<file path="src/rtl/fpu_pkg.sv">
package fpu_pkg;

	localparam int ROB_WIDTH    = 4;
	localparam int WORD_WIDTH   = 32;
	localparam int EXP_WIDTH    = 8;
	localparam int FRAC_WIDTH   = 23;
	localparam int XEXP_WIDTH   = EXP_WIDTH + 2;
	// hidden bit, fraction, then guard, round and sticky
	localparam int SIG_WIDTH    = FRAC_WIDTH + 4;
	localparam int CREDIT_WIDTH = 3;

	localparam int N_ENTRY        = 2;
	localparam int RESULT_CREDITS = 4;

	localparam int EXP_BIAS = 127;
	localparam int EXP_MAX  = 255;

	typedef logic [ROB_WIDTH-1:0]    tag_t;
	typedef logic [WORD_WIDTH-1:0]   word_t;
	typedef logic [XEXP_WIDTH-1:0]   exp_t;
	typedef logic [SIG_WIDTH-1:0]    sig_t;
	// one extra bit on top for the carry out of the significand adder
	typedef logic [SIG_WIDTH:0]      sum_t;
	typedef logic [CREDIT_WIDTH-1:0] credit_t;

	localparam word_t QNAN = 32'h7fc0_0000;

endpackage

</file>
<file path="src/rtl/fadd_rs.sv">
module fadd_rs (
	input  logic            clk,
	input  logic            reset,
	input  logic            issue_valid,
	input  fpu_pkg::tag_t   issue_tag,
	input  logic            issue_sub,
	input  logic            opa_ready,
	input  fpu_pkg::tag_t   opa_tag,
	input  fpu_pkg::word_t  opa_data,
	input  logic            opb_ready,
	input  fpu_pkg::tag_t   opb_tag,
	input  fpu_pkg::word_t  opb_data,
	input  logic            cdb_valid,
	input  fpu_pkg::tag_t   cdb_tag,
	input  fpu_pkg::word_t  cdb_data,
	input  logic            result_credit,
	output logic            issue_ready,
	output logic            disp_valid,
	output fpu_pkg::tag_t   disp_tag,
	output logic            disp_sub,
	output fpu_pkg::word_t  disp_a,
	output fpu_pkg::word_t  disp_b
);
	localparam int NEW_IDX   = fpu_pkg::N_ENTRY;
	localparam int EMPTY_IDX = fpu_pkg::N_ENTRY + 1;
	localparam int N_CAND    = fpu_pkg::N_ENTRY + 2;
	localparam int SRC_WIDTH = $clog2(N_CAND);

	// entries stay packed from slot 0, so slot 0 always holds the oldest
	logic           e_valid  [fpu_pkg::N_ENTRY];
	fpu_pkg::tag_t  e_tag    [fpu_pkg::N_ENTRY];
	logic           e_sub    [fpu_pkg::N_ENTRY];
	logic           e_a_rdy  [fpu_pkg::N_ENTRY];
	fpu_pkg::tag_t  e_a_tag  [fpu_pkg::N_ENTRY];
	fpu_pkg::word_t e_a_data [fpu_pkg::N_ENTRY];
	logic           e_b_rdy  [fpu_pkg::N_ENTRY];
	fpu_pkg::tag_t  e_b_tag  [fpu_pkg::N_ENTRY];
	fpu_pkg::word_t e_b_data [fpu_pkg::N_ENTRY];

	// candidates for the next value of a slot: snooped entries, the new issue, empty
	logic           c_valid  [N_CAND];
	fpu_pkg::tag_t  c_tag    [N_CAND];
	logic           c_sub    [N_CAND];
	logic           c_a_rdy  [N_CAND];
	fpu_pkg::tag_t  c_a_tag  [N_CAND];
	fpu_pkg::word_t c_a_data [N_CAND];
	logic           c_b_rdy  [N_CAND];
	fpu_pkg::tag_t  c_b_tag  [N_CAND];
	fpu_pkg::word_t c_b_data [N_CAND];

	logic [SRC_WIDTH-1:0] src [fpu_pkg::N_ENTRY];
	logic                 complete [fpu_pkg::N_ENTRY];
	logic                 issue_fire;
	logic                 credit_ok;
	logic                 dispatch;
	logic                 disp_sel;
	fpu_pkg::credit_t     credits;

	always_comb begin
		for (int i = 0; i < fpu_pkg::N_ENTRY; i++) begin
			complete[i] = e_valid[i] && e_a_rdy[i] && e_b_rdy[i];
			c_valid[i]  = e_valid[i];
			c_tag[i]    = e_tag[i];
			c_sub[i]    = e_sub[i];
			c_a_rdy[i]  = e_a_rdy[i] || (cdb_valid && cdb_tag == e_a_tag[i]);
			c_a_tag[i]  = e_a_tag[i];
			c_a_data[i] = e_a_rdy[i] ? e_a_data[i] : cdb_data;
			c_b_rdy[i]  = e_b_rdy[i] || (cdb_valid && cdb_tag == e_b_tag[i]);
			c_b_tag[i]  = e_b_tag[i];
			c_b_data[i] = e_b_rdy[i] ? e_b_data[i] : cdb_data;
		end
		// an issuing operand can pick up the broadcast of this same cycle
		c_valid[NEW_IDX]  = issue_fire;
		c_tag[NEW_IDX]    = issue_tag;
		c_sub[NEW_IDX]    = issue_sub;
		c_a_rdy[NEW_IDX]  = opa_ready || (cdb_valid && cdb_tag == opa_tag);
		c_a_tag[NEW_IDX]  = opa_tag;
		c_a_data[NEW_IDX] = opa_ready ? opa_data : cdb_data;
		c_b_rdy[NEW_IDX]  = opb_ready || (cdb_valid && cdb_tag == opb_tag);
		c_b_tag[NEW_IDX]  = opb_tag;
		c_b_data[NEW_IDX] = opb_ready ? opb_data : cdb_data;

		c_valid[EMPTY_IDX]  = 1'b0;
		c_tag[EMPTY_IDX]    = '0;
		c_sub[EMPTY_IDX]    = 1'b0;
		c_a_rdy[EMPTY_IDX]  = 1'b0;
		c_a_tag[EMPTY_IDX]  = '0;
		c_a_data[EMPTY_IDX] = '0;
		c_b_rdy[EMPTY_IDX]  = 1'b0;
		c_b_tag[EMPTY_IDX]  = '0;
		c_b_data[EMPTY_IDX] = '0;
	end

	// a credit coming back this cycle can be spent by this cycle's dispatch
	assign credit_ok   = credits != '0 || result_credit;
	assign dispatch    = (complete[0] || complete[1]) && credit_ok;
	assign disp_sel    = !complete[0];
	assign issue_ready = dispatch || !e_valid[fpu_pkg::N_ENTRY-1];
	assign issue_fire  = issue_valid && issue_ready;

	always_comb begin
		if (dispatch && !disp_sel) begin
			src[0] = e_valid[1] ? SRC_WIDTH'(1) : SRC_WIDTH'(NEW_IDX);
			src[1] = e_valid[1] ? SRC_WIDTH'(NEW_IDX) : SRC_WIDTH'(EMPTY_IDX);
		end else if (dispatch) begin
			src[0] = SRC_WIDTH'(0);
			src[1] = SRC_WIDTH'(NEW_IDX);
		end else begin
			src[0] = e_valid[0] ? SRC_WIDTH'(0) : SRC_WIDTH'(NEW_IDX);
			if (e_valid[1])
				src[1] = SRC_WIDTH'(1);
			else
				src[1] = e_valid[0] ? SRC_WIDTH'(NEW_IDX) : SRC_WIDTH'(EMPTY_IDX);
		end
	end

	always_ff @(posedge clk) begin
		for (int s = 0; s < fpu_pkg::N_ENTRY; s++) begin
			if (reset)
				e_valid[s] <= 1'b0;
			else
				e_valid[s] <= c_valid[src[s]];
		end
	end

	always_ff @(posedge clk) begin
		for (int s = 0; s < fpu_pkg::N_ENTRY; s++) begin
			e_tag[s]    <= c_tag[src[s]];
			e_sub[s]    <= c_sub[src[s]];
			e_a_rdy[s]  <= c_a_rdy[src[s]];
			e_a_tag[s]  <= c_a_tag[src[s]];
			e_a_data[s] <= c_a_data[src[s]];
			e_b_rdy[s]  <= c_b_rdy[src[s]];
			e_b_tag[s]  <= c_b_tag[src[s]];
			e_b_data[s] <= c_b_data[src[s]];
		end
	end

	always_ff @(posedge clk) begin
		if (reset) begin
			disp_valid <= 1'b0;
			credits    <= fpu_pkg::credit_t'(fpu_pkg::RESULT_CREDITS);
		end else begin
			disp_valid <= dispatch;
			credits    <= credits + fpu_pkg::credit_t'(result_credit)
			              - fpu_pkg::credit_t'(dispatch);
		end
	end

	always_ff @(posedge clk) begin
		disp_tag <= e_tag[disp_sel];
		disp_sub <= e_sub[disp_sel];
		disp_a   <= e_a_data[disp_sel];
		disp_b   <= e_b_data[disp_sel];
	end

endmodule

</file>
<file path="src/rtl/fadd_align.sv">
module fadd_align (
	input  logic            clk,
	input  logic            reset,
	input  logic            disp_valid,
	input  fpu_pkg::tag_t   disp_tag,
	input  logic            disp_sub,
	input  fpu_pkg::word_t  disp_a,
	input  fpu_pkg::word_t  disp_b,
	output logic            al_valid,
	output fpu_pkg::tag_t   al_tag,
	output logic            al_sign_big,
	output logic            al_eff_sub,
	output fpu_pkg::exp_t   al_exp,
	output fpu_pkg::sig_t   al_sig_big,
	output fpu_pkg::sig_t   al_sig_small,
	output logic            al_special,
	output fpu_pkg::word_t  al_special_val
);
	logic                            sign_a;
	logic                            sign_b;
	logic [fpu_pkg::EXP_WIDTH-1:0]   exp_a;
	logic [fpu_pkg::EXP_WIDTH-1:0]   exp_b;
	logic [fpu_pkg::FRAC_WIDTH-1:0]  frac_a;
	logic [fpu_pkg::FRAC_WIDTH-1:0]  frac_b;
	logic                            nan_a;
	logic                            nan_b;
	logic                            inf_a;
	logic                            inf_b;
	fpu_pkg::sig_t                   sig_a;
	fpu_pkg::sig_t                   sig_b;
	logic                            swap;
	logic                            sign_big;
	logic [fpu_pkg::EXP_WIDTH-1:0]   exp_big;
	logic [fpu_pkg::EXP_WIDTH-1:0]   exp_small;
	logic [fpu_pkg::EXP_WIDTH-1:0]   exp_diff;
	fpu_pkg::sig_t                   sig_big;
	fpu_pkg::sig_t                   sig_small;
	fpu_pkg::sig_t                   shifted;
	fpu_pkg::sig_t                   lost_mask;
	logic                            sticky;
	logic                            special;
	fpu_pkg::word_t                  special_val;

	always_comb begin
		sign_a = disp_a[fpu_pkg::WORD_WIDTH-1];
		exp_a  = disp_a[fpu_pkg::WORD_WIDTH-2:fpu_pkg::FRAC_WIDTH];
		frac_a = disp_a[fpu_pkg::FRAC_WIDTH-1:0];
		// a subtraction is an addition of b with its sign flipped
		sign_b = disp_b[fpu_pkg::WORD_WIDTH-1] ^ disp_sub;
		exp_b  = disp_b[fpu_pkg::WORD_WIDTH-2:fpu_pkg::FRAC_WIDTH];
		frac_b = disp_b[fpu_pkg::FRAC_WIDTH-1:0];

		nan_a = exp_a == fpu_pkg::EXP_MAX && frac_a != '0;
		nan_b = exp_b == fpu_pkg::EXP_MAX && frac_b != '0;
		inf_a = exp_a == fpu_pkg::EXP_MAX && frac_a == '0;
		inf_b = exp_b == fpu_pkg::EXP_MAX && frac_b == '0;

		// zero exponent means zero or subnormal, both become a signed zero
		sig_a = (exp_a == '0) ? '0 : {1'b1, frac_a, 3'b000};
		sig_b = (exp_b == '0) ? '0 : {1'b1, frac_b, 3'b000};

		swap      = {exp_b, frac_b} > {exp_a, frac_a};
		sign_big  = swap ? sign_b : sign_a;
		exp_big   = swap ? exp_b : exp_a;
		exp_small = swap ? exp_a : exp_b;
		sig_big   = swap ? sig_b : sig_a;
		sig_small = swap ? sig_a : sig_b;

		// shifts past the width clear the mask term, so everything lands in sticky
		exp_diff  = exp_big - exp_small;
		shifted   = sig_small >> exp_diff;
		lost_mask = (fpu_pkg::sig_t'(1) << exp_diff) - fpu_pkg::sig_t'(1);
		sticky    = |(sig_small & lost_mask);

		special = nan_a || nan_b || inf_a || inf_b;
		if (nan_a || nan_b || (inf_a && inf_b && sign_a != sign_b))
			special_val = fpu_pkg::QNAN;
		else if (inf_a)
			special_val = {sign_a, disp_a[fpu_pkg::WORD_WIDTH-2:0]};
		else
			special_val = {sign_b, disp_b[fpu_pkg::WORD_WIDTH-2:0]};
	end

	always_ff @(posedge clk) begin
		if (reset)
			al_valid <= 1'b0;
		else
			al_valid <= disp_valid;
	end

	always_ff @(posedge clk) begin
		al_tag         <= disp_tag;
		al_sign_big    <= sign_big;
		al_eff_sub     <= sign_a ^ sign_b;
		al_exp         <= fpu_pkg::exp_t'(exp_big);
		al_sig_big     <= sig_big;
		al_sig_small   <= {shifted[fpu_pkg::SIG_WIDTH-1:1], shifted[0] | sticky};
		al_special     <= special;
		al_special_val <= special_val;
	end

endmodule

</file>
<file path="src/rtl/fadd_sum.sv">
module fadd_sum (
	input  logic            clk,
	input  logic            reset,
	input  logic            al_valid,
	input  fpu_pkg::tag_t   al_tag,
	input  logic            al_sign_big,
	input  logic            al_eff_sub,
	input  fpu_pkg::exp_t   al_exp,
	input  fpu_pkg::sig_t   al_sig_big,
	input  fpu_pkg::sig_t   al_sig_small,
	input  logic            al_special,
	input  fpu_pkg::word_t  al_special_val,
	output logic            sm_valid,
	output fpu_pkg::tag_t   sm_tag,
	output logic            sm_sign,
	output fpu_pkg::exp_t   sm_exp,
	output fpu_pkg::sum_t   sm_sum,
	output logic            sm_zero,
	output logic            sm_special,
	output fpu_pkg::word_t  sm_special_val
);
	fpu_pkg::sum_t sum;
	logic          zero;

	// the big operand never has the smaller magnitude, so the difference stays positive
	always_comb begin
		if (al_eff_sub)
			sum = {1'b0, al_sig_big} - {1'b0, al_sig_small};
		else
			sum = {1'b0, al_sig_big} + {1'b0, al_sig_small};
		zero = sum == '0;
	end

	always_ff @(posedge clk) begin
		if (reset)
			sm_valid <= 1'b0;
		else
			sm_valid <= al_valid;
	end

	always_ff @(posedge clk) begin
		sm_tag         <= al_tag;
		// cancellation gives +0, while a same-sign zero sum keeps the common sign
		sm_sign        <= (zero && al_eff_sub) ? 1'b0 : al_sign_big;
		sm_exp         <= al_exp;
		sm_sum         <= sum;
		sm_zero        <= zero;
		sm_special     <= al_special;
		sm_special_val <= al_special_val;
	end

endmodule

</file>
<file path="src/rtl/fadd_norm.sv">
module fadd_norm (
	input  logic            clk,
	input  logic            reset,
	input  logic            sm_valid,
	input  fpu_pkg::tag_t   sm_tag,
	input  logic            sm_sign,
	input  fpu_pkg::exp_t   sm_exp,
	input  fpu_pkg::sum_t   sm_sum,
	input  logic            sm_zero,
	input  logic            sm_special,
	input  fpu_pkg::word_t  sm_special_val,
	output logic            result_valid,
	output fpu_pkg::tag_t   result_tag,
	output fpu_pkg::word_t  result_data
);
	localparam int LZ_WIDTH  = $clog2(fpu_pkg::SIG_WIDTH + 1);
	localparam int RND_WIDTH = fpu_pkg::FRAC_WIDTH + 2;

	logic [LZ_WIDTH-1:0]             lz;
	fpu_pkg::sig_t                   norm_sig;
	fpu_pkg::exp_t                   norm_exp;
	fpu_pkg::exp_t                   rnd_exp;
	logic                            guard;
	logic                            round_bit;
	logic                            sticky;
	logic                            round_up;
	logic [RND_WIDTH-1:0]            rnd_sig;
	logic [fpu_pkg::FRAC_WIDTH-1:0]  frac_out;
	logic                            underflow;
	logic                            overflow;
	fpu_pkg::word_t                  word_out;

	function automatic logic [LZ_WIDTH-1:0] lead_zeros(input fpu_pkg::sig_t v);
		logic [LZ_WIDTH-1:0] n;
		logic                found;
		n = '0;
		found = 1'b0;
		for (int i = fpu_pkg::SIG_WIDTH - 1; i >= 0; i--) begin
			if (v[i])
				found = 1'b1;
			else if (!found)
				n = n + 1'b1;
		end
		return n;
	endfunction

	always_comb begin
		lz = lead_zeros(sm_sum[fpu_pkg::SIG_WIDTH-1:0]);
		if (sm_sum[fpu_pkg::SIG_WIDTH]) begin
			// carry out, so one bit drops into sticky
			norm_sig = {sm_sum[fpu_pkg::SIG_WIDTH:2], sm_sum[1] | sm_sum[0]};
			norm_exp = sm_exp + 1'b1;
		end else begin
			norm_sig = sm_sum[fpu_pkg::SIG_WIDTH-1:0] << lz;
			norm_exp = sm_exp - fpu_pkg::exp_t'(lz);
		end
		// the top exponent bit is set when the left shift went below zero
		underflow = norm_exp[fpu_pkg::XEXP_WIDTH-1] || norm_exp == '0;

		guard     = norm_sig[2];
		round_bit = norm_sig[1];
		sticky    = norm_sig[0];
		round_up  = guard && (round_bit || sticky || norm_sig[3]);
		rnd_sig   = {1'b0, norm_sig[fpu_pkg::SIG_WIDTH-1:3]} + RND_WIDTH'(round_up);

		if (rnd_sig[RND_WIDTH-1]) begin
			frac_out = rnd_sig[fpu_pkg::FRAC_WIDTH:1];
			rnd_exp  = norm_exp + 1'b1;
		end else begin
			frac_out = rnd_sig[fpu_pkg::FRAC_WIDTH-1:0];
			rnd_exp  = norm_exp;
		end
		overflow = !underflow && rnd_exp >= fpu_pkg::EXP_MAX;

		if (sm_special)
			word_out = sm_special_val;
		else if (sm_zero || underflow)
			word_out = {sm_sign, {(fpu_pkg::WORD_WIDTH-1){1'b0}}};
		else if (overflow)
			word_out = {sm_sign, {fpu_pkg::EXP_WIDTH{1'b1}}, {fpu_pkg::FRAC_WIDTH{1'b0}}};
		else
			word_out = {sm_sign, rnd_exp[fpu_pkg::EXP_WIDTH-1:0], frac_out};
	end

	always_ff @(posedge clk) begin
		if (reset)
			result_valid <= 1'b0;
		else
			result_valid <= sm_valid;
	end

	always_ff @(posedge clk) begin
		result_tag  <= sm_tag;
		result_data <= word_out;
	end

endmodule

</file>
<file path="src/rtl/fadd_unit.sv">
module fadd_unit (
	input  logic            clk,
	input  logic            reset,
	input  logic            issue_valid,
	input  fpu_pkg::tag_t   issue_tag,
	input  logic            issue_sub,
	input  logic            opa_ready,
	input  fpu_pkg::tag_t   opa_tag,
	input  fpu_pkg::word_t  opa_data,
	input  logic            opb_ready,
	input  fpu_pkg::tag_t   opb_tag,
	input  fpu_pkg::word_t  opb_data,
	input  logic            cdb_valid,
	input  fpu_pkg::tag_t   cdb_tag,
	input  fpu_pkg::word_t  cdb_data,
	input  logic            result_credit,
	output logic            issue_ready,
	output logic            result_valid,
	output fpu_pkg::tag_t   result_tag,
	output fpu_pkg::word_t  result_data
);
	logic           disp_valid;
	fpu_pkg::tag_t  disp_tag;
	logic           disp_sub;
	fpu_pkg::word_t disp_a;
	fpu_pkg::word_t disp_b;

	logic           al_valid;
	fpu_pkg::tag_t  al_tag;
	logic           al_sign_big;
	logic           al_eff_sub;
	fpu_pkg::exp_t  al_exp;
	fpu_pkg::sig_t  al_sig_big;
	fpu_pkg::sig_t  al_sig_small;
	logic           al_special;
	fpu_pkg::word_t al_special_val;

	logic           sm_valid;
	fpu_pkg::tag_t  sm_tag;
	logic           sm_sign;
	fpu_pkg::exp_t  sm_exp;
	fpu_pkg::sum_t  sm_sum;
	logic           sm_zero;
	logic           sm_special;
	fpu_pkg::word_t sm_special_val;

	fadd_rs u_rs (
		.clk           (clk),
		.reset         (reset),
		.issue_valid   (issue_valid),
		.issue_tag     (issue_tag),
		.issue_sub     (issue_sub),
		.opa_ready     (opa_ready),
		.opa_tag       (opa_tag),
		.opa_data      (opa_data),
		.opb_ready     (opb_ready),
		.opb_tag       (opb_tag),
		.opb_data      (opb_data),
		.cdb_valid     (cdb_valid),
		.cdb_tag       (cdb_tag),
		.cdb_data      (cdb_data),
		.result_credit (result_credit),
		.issue_ready   (issue_ready),
		.disp_valid    (disp_valid),
		.disp_tag      (disp_tag),
		.disp_sub      (disp_sub),
		.disp_a        (disp_a),
		.disp_b        (disp_b)
	);

	fadd_align u_align (
		.clk            (clk),
		.reset          (reset),
		.disp_valid     (disp_valid),
		.disp_tag       (disp_tag),
		.disp_sub       (disp_sub),
		.disp_a         (disp_a),
		.disp_b         (disp_b),
		.al_valid       (al_valid),
		.al_tag         (al_tag),
		.al_sign_big    (al_sign_big),
		.al_eff_sub     (al_eff_sub),
		.al_exp         (al_exp),
		.al_sig_big     (al_sig_big),
		.al_sig_small   (al_sig_small),
		.al_special     (al_special),
		.al_special_val (al_special_val)
	);

	fadd_sum u_sum (
		.clk            (clk),
		.reset          (reset),
		.al_valid       (al_valid),
		.al_tag         (al_tag),
		.al_sign_big    (al_sign_big),
		.al_eff_sub     (al_eff_sub),
		.al_exp         (al_exp),
		.al_sig_big     (al_sig_big),
		.al_sig_small   (al_sig_small),
		.al_special     (al_special),
		.al_special_val (al_special_val),
		.sm_valid       (sm_valid),
		.sm_tag         (sm_tag),
		.sm_sign        (sm_sign),
		.sm_exp         (sm_exp),
		.sm_sum         (sm_sum),
		.sm_zero        (sm_zero),
		.sm_special     (sm_special),
		.sm_special_val (sm_special_val)
	);

	fadd_norm u_norm (
		.clk            (clk),
		.reset          (reset),
		.sm_valid       (sm_valid),
		.sm_tag         (sm_tag),
		.sm_sign        (sm_sign),
		.sm_exp         (sm_exp),
		.sm_sum         (sm_sum),
		.sm_zero        (sm_zero),
		.sm_special     (sm_special),
		.sm_special_val (sm_special_val),
		.result_valid   (result_valid),
		.result_tag     (result_tag),
		.result_data    (result_data)
	);

endmodule

</file>
<file path="config.mk">
export PLATFORM = sky130hd
export DESIGN_NAME = fadd_unit
export DESIGN_NICKNAME = d
export VERILOG_FILES = /design/src/rtl/fpu_pkg.sv /design/src/rtl/fadd_rs.sv /design/src/rtl/fadd_align.sv /design/src/rtl/fadd_sum.sv /design/src/rtl/fadd_norm.sv /design/src/rtl/fadd_unit.sv
export SDC_FILE = /design/constraint.sdc
export NUM_CORES = 1
export LEC_CHECK = 0
export ABC_AREA = 1
export BUFFER_PORTS_ARGS = -buffer_cell sky130_fd_sc_hd__buf_2
export CAP_MARGIN = 20
export CORE_ASPECT_RATIO = 0.7
export CORE_MARGIN = 10
export CORE_UTILIZATION = 55
export CTS_CLUSTER_DIAMETER = 150
export CTS_CLUSTER_SIZE = 25
export DETAILED_ROUTE_END_ITERATION = 8
export GPL_ROUTABILITY_DRIVEN = 0
export PLACE_DENSITY = 0.76
export REMOVE_ABC_BUFFERS = 1
export SYNTH_ARGS = -nofsm -noshare
export SYNTH_HDL_FRONTEND = slang
export SYNTH_SLANG_ARGS = --single-unit
</file>
<file path="constraint.sdc">
create_clock -name clk -period 26.9 [get_ports clk]
set_input_delay 2.69 -clock clk [delete_from_list [all_inputs] [get_ports clk]]
set_output_delay 2.69 -clock clk [all_outputs]
set_load 0.01 [all_outputs]
</file>
==> metrics.txt <==
number of inserted filler cells in the final layout=4,652; final total negative setup slack=0 ns; layout-stage area growth over the synthesis result=6.23%; deepest level of the CTS H-tree=1; Total Routed Length=76,800 um; total of flip-flops plus latches after synthesis=445; number of search-and-repair iterations in the first detailed-routing pass=6; clock latency of the later-clocked register in the worst-skew pair=0.56 ns; Core Util, Final=a little under 60%; clock tree from TritonCTS=done; number of antenna violations at the first check in global routing=5; most common cell after layout, fill and taps aside=nand2_1; ys flop type=dfxtp_1; layout cells sized above 1=7.89%; Synth Cell Area=between 20,000 and 30,000 um^2; RSZ-0062 raised after global routing=false; TritonCTS Sinks=445; Final HPWL DP=57,200 um; Post-Synthesis Cells=3,958; nets@finish=4,215; Post-Synthesis Mean Instance Area=6.73 um^2; average routed wire per standard cell=16.5 um; total I/O pin count=158; # diodes=0; required time of the critical path=27.33 ns; number of clock buffers inserted by TritonCTS=21; vias in the first global route=about 24,000; pin slew with the least headroom to its limit=1.11 ns; Clk pin slew, worst setup/hold paths=about 0.090 ns; Residual DRC=0; instance area at placement=27,700 um^2; cell taking the most area after synthesis=dfxtp_1; Horiz. Die Dim=283 um; fraction of synthesized cell area taken by the top area cell type=between 30% and 40%; Largest delay share family, worst path=simple AND/OR/NAND/NOR gates; Worst Hold Class=flip-flop to flip-flop; largest net degree at the start of global routing=99; standby leakage power=13.6 nW; worst-case vdd ir drop=0.0711 mV; sequential element share of the synthesized area=34.4%; fraction of the cycle the final worst path needs=between 50% and 60%; via count=26,108; area of all sequential standard cells=roughly 9200 um^2; Cell Rows=67; peak clock frequency supported by timing=66.8 MHz; fin area=around 28,000 um^2; Die Span Y=204 um; global-route usage over all layers=between 20% and 30%; remaining max-slew budget at the tightest pin=roughly a quarter; kind of start point of the critical path=flip-flop; CP Class=flip-flop to flip-flop; EDFF count, synth=26; placement-stage worst setup slack=12.15 ns; Worst path most repeated cell=nand2_1; number of maximum-capacitance constraint violations=0; Floorplan Core Area=47,900 um^2; initial standard-cell utilization of the core=55.7%; PnR worst setup slack=11.94 ns; proportion of register bits with asynchronous set or reset after synthesis=0%; multi-input combinational cell area=14,400 um^2; total number of yosys warnings=0; number of distinct standard cells referenced by the synthesized netlist=70; status=finished clean; worst-path cell with the longest stage delay=nor2_2; Total Power Consumption=about 3.9 mW; Tmin final=14.96 ns; endpoint class of the critical path=flip-flop; maximum fanout along the worst path=31; count of port buffers added during placement=157; critical path's largest stage delay=0.48 ns; violation count after the first detailed-route iteration=2,939; most used cells in the layout excluding fill and tap cells=nand2_1 (1,055), inv_1 (592), o21ai_0 (429); die area=57,800 um^2; total overflow reported by the global router=0; final number of hold-violating endpoints=0; Hold-fix buffers, CTS=0; Fin Clk Skew=0.0307 ns; number of pins with negative max-slew slack in the final report=0; buffers from clock root to sink, at most=3; Buf/Inv on CP=11; buffer cell driving the clock tree root=clkbuf_16; Setup Viol. Count Final=0; most area-consuming cells after synthesis=dfxtp_1 (31%), nand2_1 (15%), inv_1 (8.4%); cell area power density=136 nW/um^2; setup repair bufs after CTS=0; CP arrival=15.39 ns; number of gates resized after CTS=0; detail-routed via count per cell=5.60; residual antenna-violating net count after detailed routing=0; wire length of the first global-routing pass=124,000 um
## final cells by class
type	count	share of cell area (%)
clock inverters	2	0.0530
flip-flops and latches	445	32.4
repair buffers	181	3.44
inverters	622	8.27
clock buffers	26	1.92
multi-input cells	2730	51.0
well taps	655	2.89
## routing by layer
| metal | global-route usage, % | vias to the layer above | part of all wire (%) |
|---|---|---|---|
| li1 | - | 13049 | - |
| met1 | 36.0 | 11605 | 45 |
| met2 | 40.3 | 1288 | 43 |
| met3 | 3.34 | 166 | 9.7 |
| met4 | 6.27 | 0 | 2.6 |
| met5 | 0 | - | 0 |
## worst reg2reg max path, delay by kind of cell, from the launching register on
family                   cells  cell delay, ns
AO/OA/AOI/OAI               20            3.00
XOR/XNOR                     2            0.27
adder cells (fa/ha/maj)     15            3.95
buffers and inverters       11            0.75
flip-flops                   1            0.40
AND/OR/NAND/NOR             53            6.49
## flip-flops by register name, summed over array words and instances, names as in the netlist, 24 cells and up
register	flops
u_align.al_sig_small	27
u_rs.disp_a	32
u_rs.disp_b	32
u_rs.e_a_data	64
u_align.al_sig_big	24
u_align.al_special_val	32
u_rs.e_b_data	64
u_sum.sm_sum	28
u_sum.sm_special_val	32
u_norm.result_data	32
## per-stage QoR
| step | std cells | hold WS (ns) |
|---|---|---|
| after global placement | 4632 | 0.311 |
| after detailed placement | 4632 | 0.312 |
| after floorplan | 3797 | 0.310 |
| after CTS | 4660 | 0.330 |
| final | 4661 | 0.329 |
| after global routing | 4661 | 0.337 |
## Yosys cell counts (8+ instances only)
master and count:
a211oi_1 8, a21oi_1 74, a22oi_1 9, buf_2 9
buf_4 8, buf_6 8, clkbuf_1 125, clkinv_1 9
dfxtp_1 419, edfxtp_1 26, ha_1 92, inv_1 593
inv_2 17, nand2_1 1056, nand2_2 9, nand3_1 202
nand4_1 51, nor2_1 236, nor2_4 13, nor3_1 45
nor4_1 22, o211ai_1 50, o21ai_0 429, o21ai_1 17
o21ai_2 9, o21bai_1 8, o221ai_1 75, o22ai_1 124
or2_2 10, xnor2_1 21, xor2_1 77
## kinds of logic after synthesis
| kind of cell | share of synthesized area [%] |
|---|---|
| AND/OR/NAND/NOR | 27.2 |
| flip-flops | 34.4 |
| XOR/XNOR | 3.22 |
| multiplexers | 0.371 |
| adder cells (fa/ha/maj) | 4.47 |
| buffers and inverters | 11.5 |
| AO/OA/AOI/OAI | 18.8 |
## where the power goes
group | internal [mW] | switching, mW
registers | 0.864 | 0.148
clock network | 0.145 | 0.206
logic | 0.780 | 1.71
total | 1.79 | 2.06
## final timing paths
kind | from | to | slack, ns | cells past startpoint
max | u_sum.sm_sum[26] | u_norm.result_data[19] | 11.94 | 101
max reg2reg | u_sum.sm_sum[26] | u_norm.result_data[19] | 11.94 | 101
min | u_align.al_special_val[22] | u_sum.sm_special_val[22] | 0.33 | 0
min reg2reg | u_align.al_special_val[22] | u_sum.sm_special_val[22] | 0.33 | 0
Note: power is estimated with default switching activity, not from simulation.
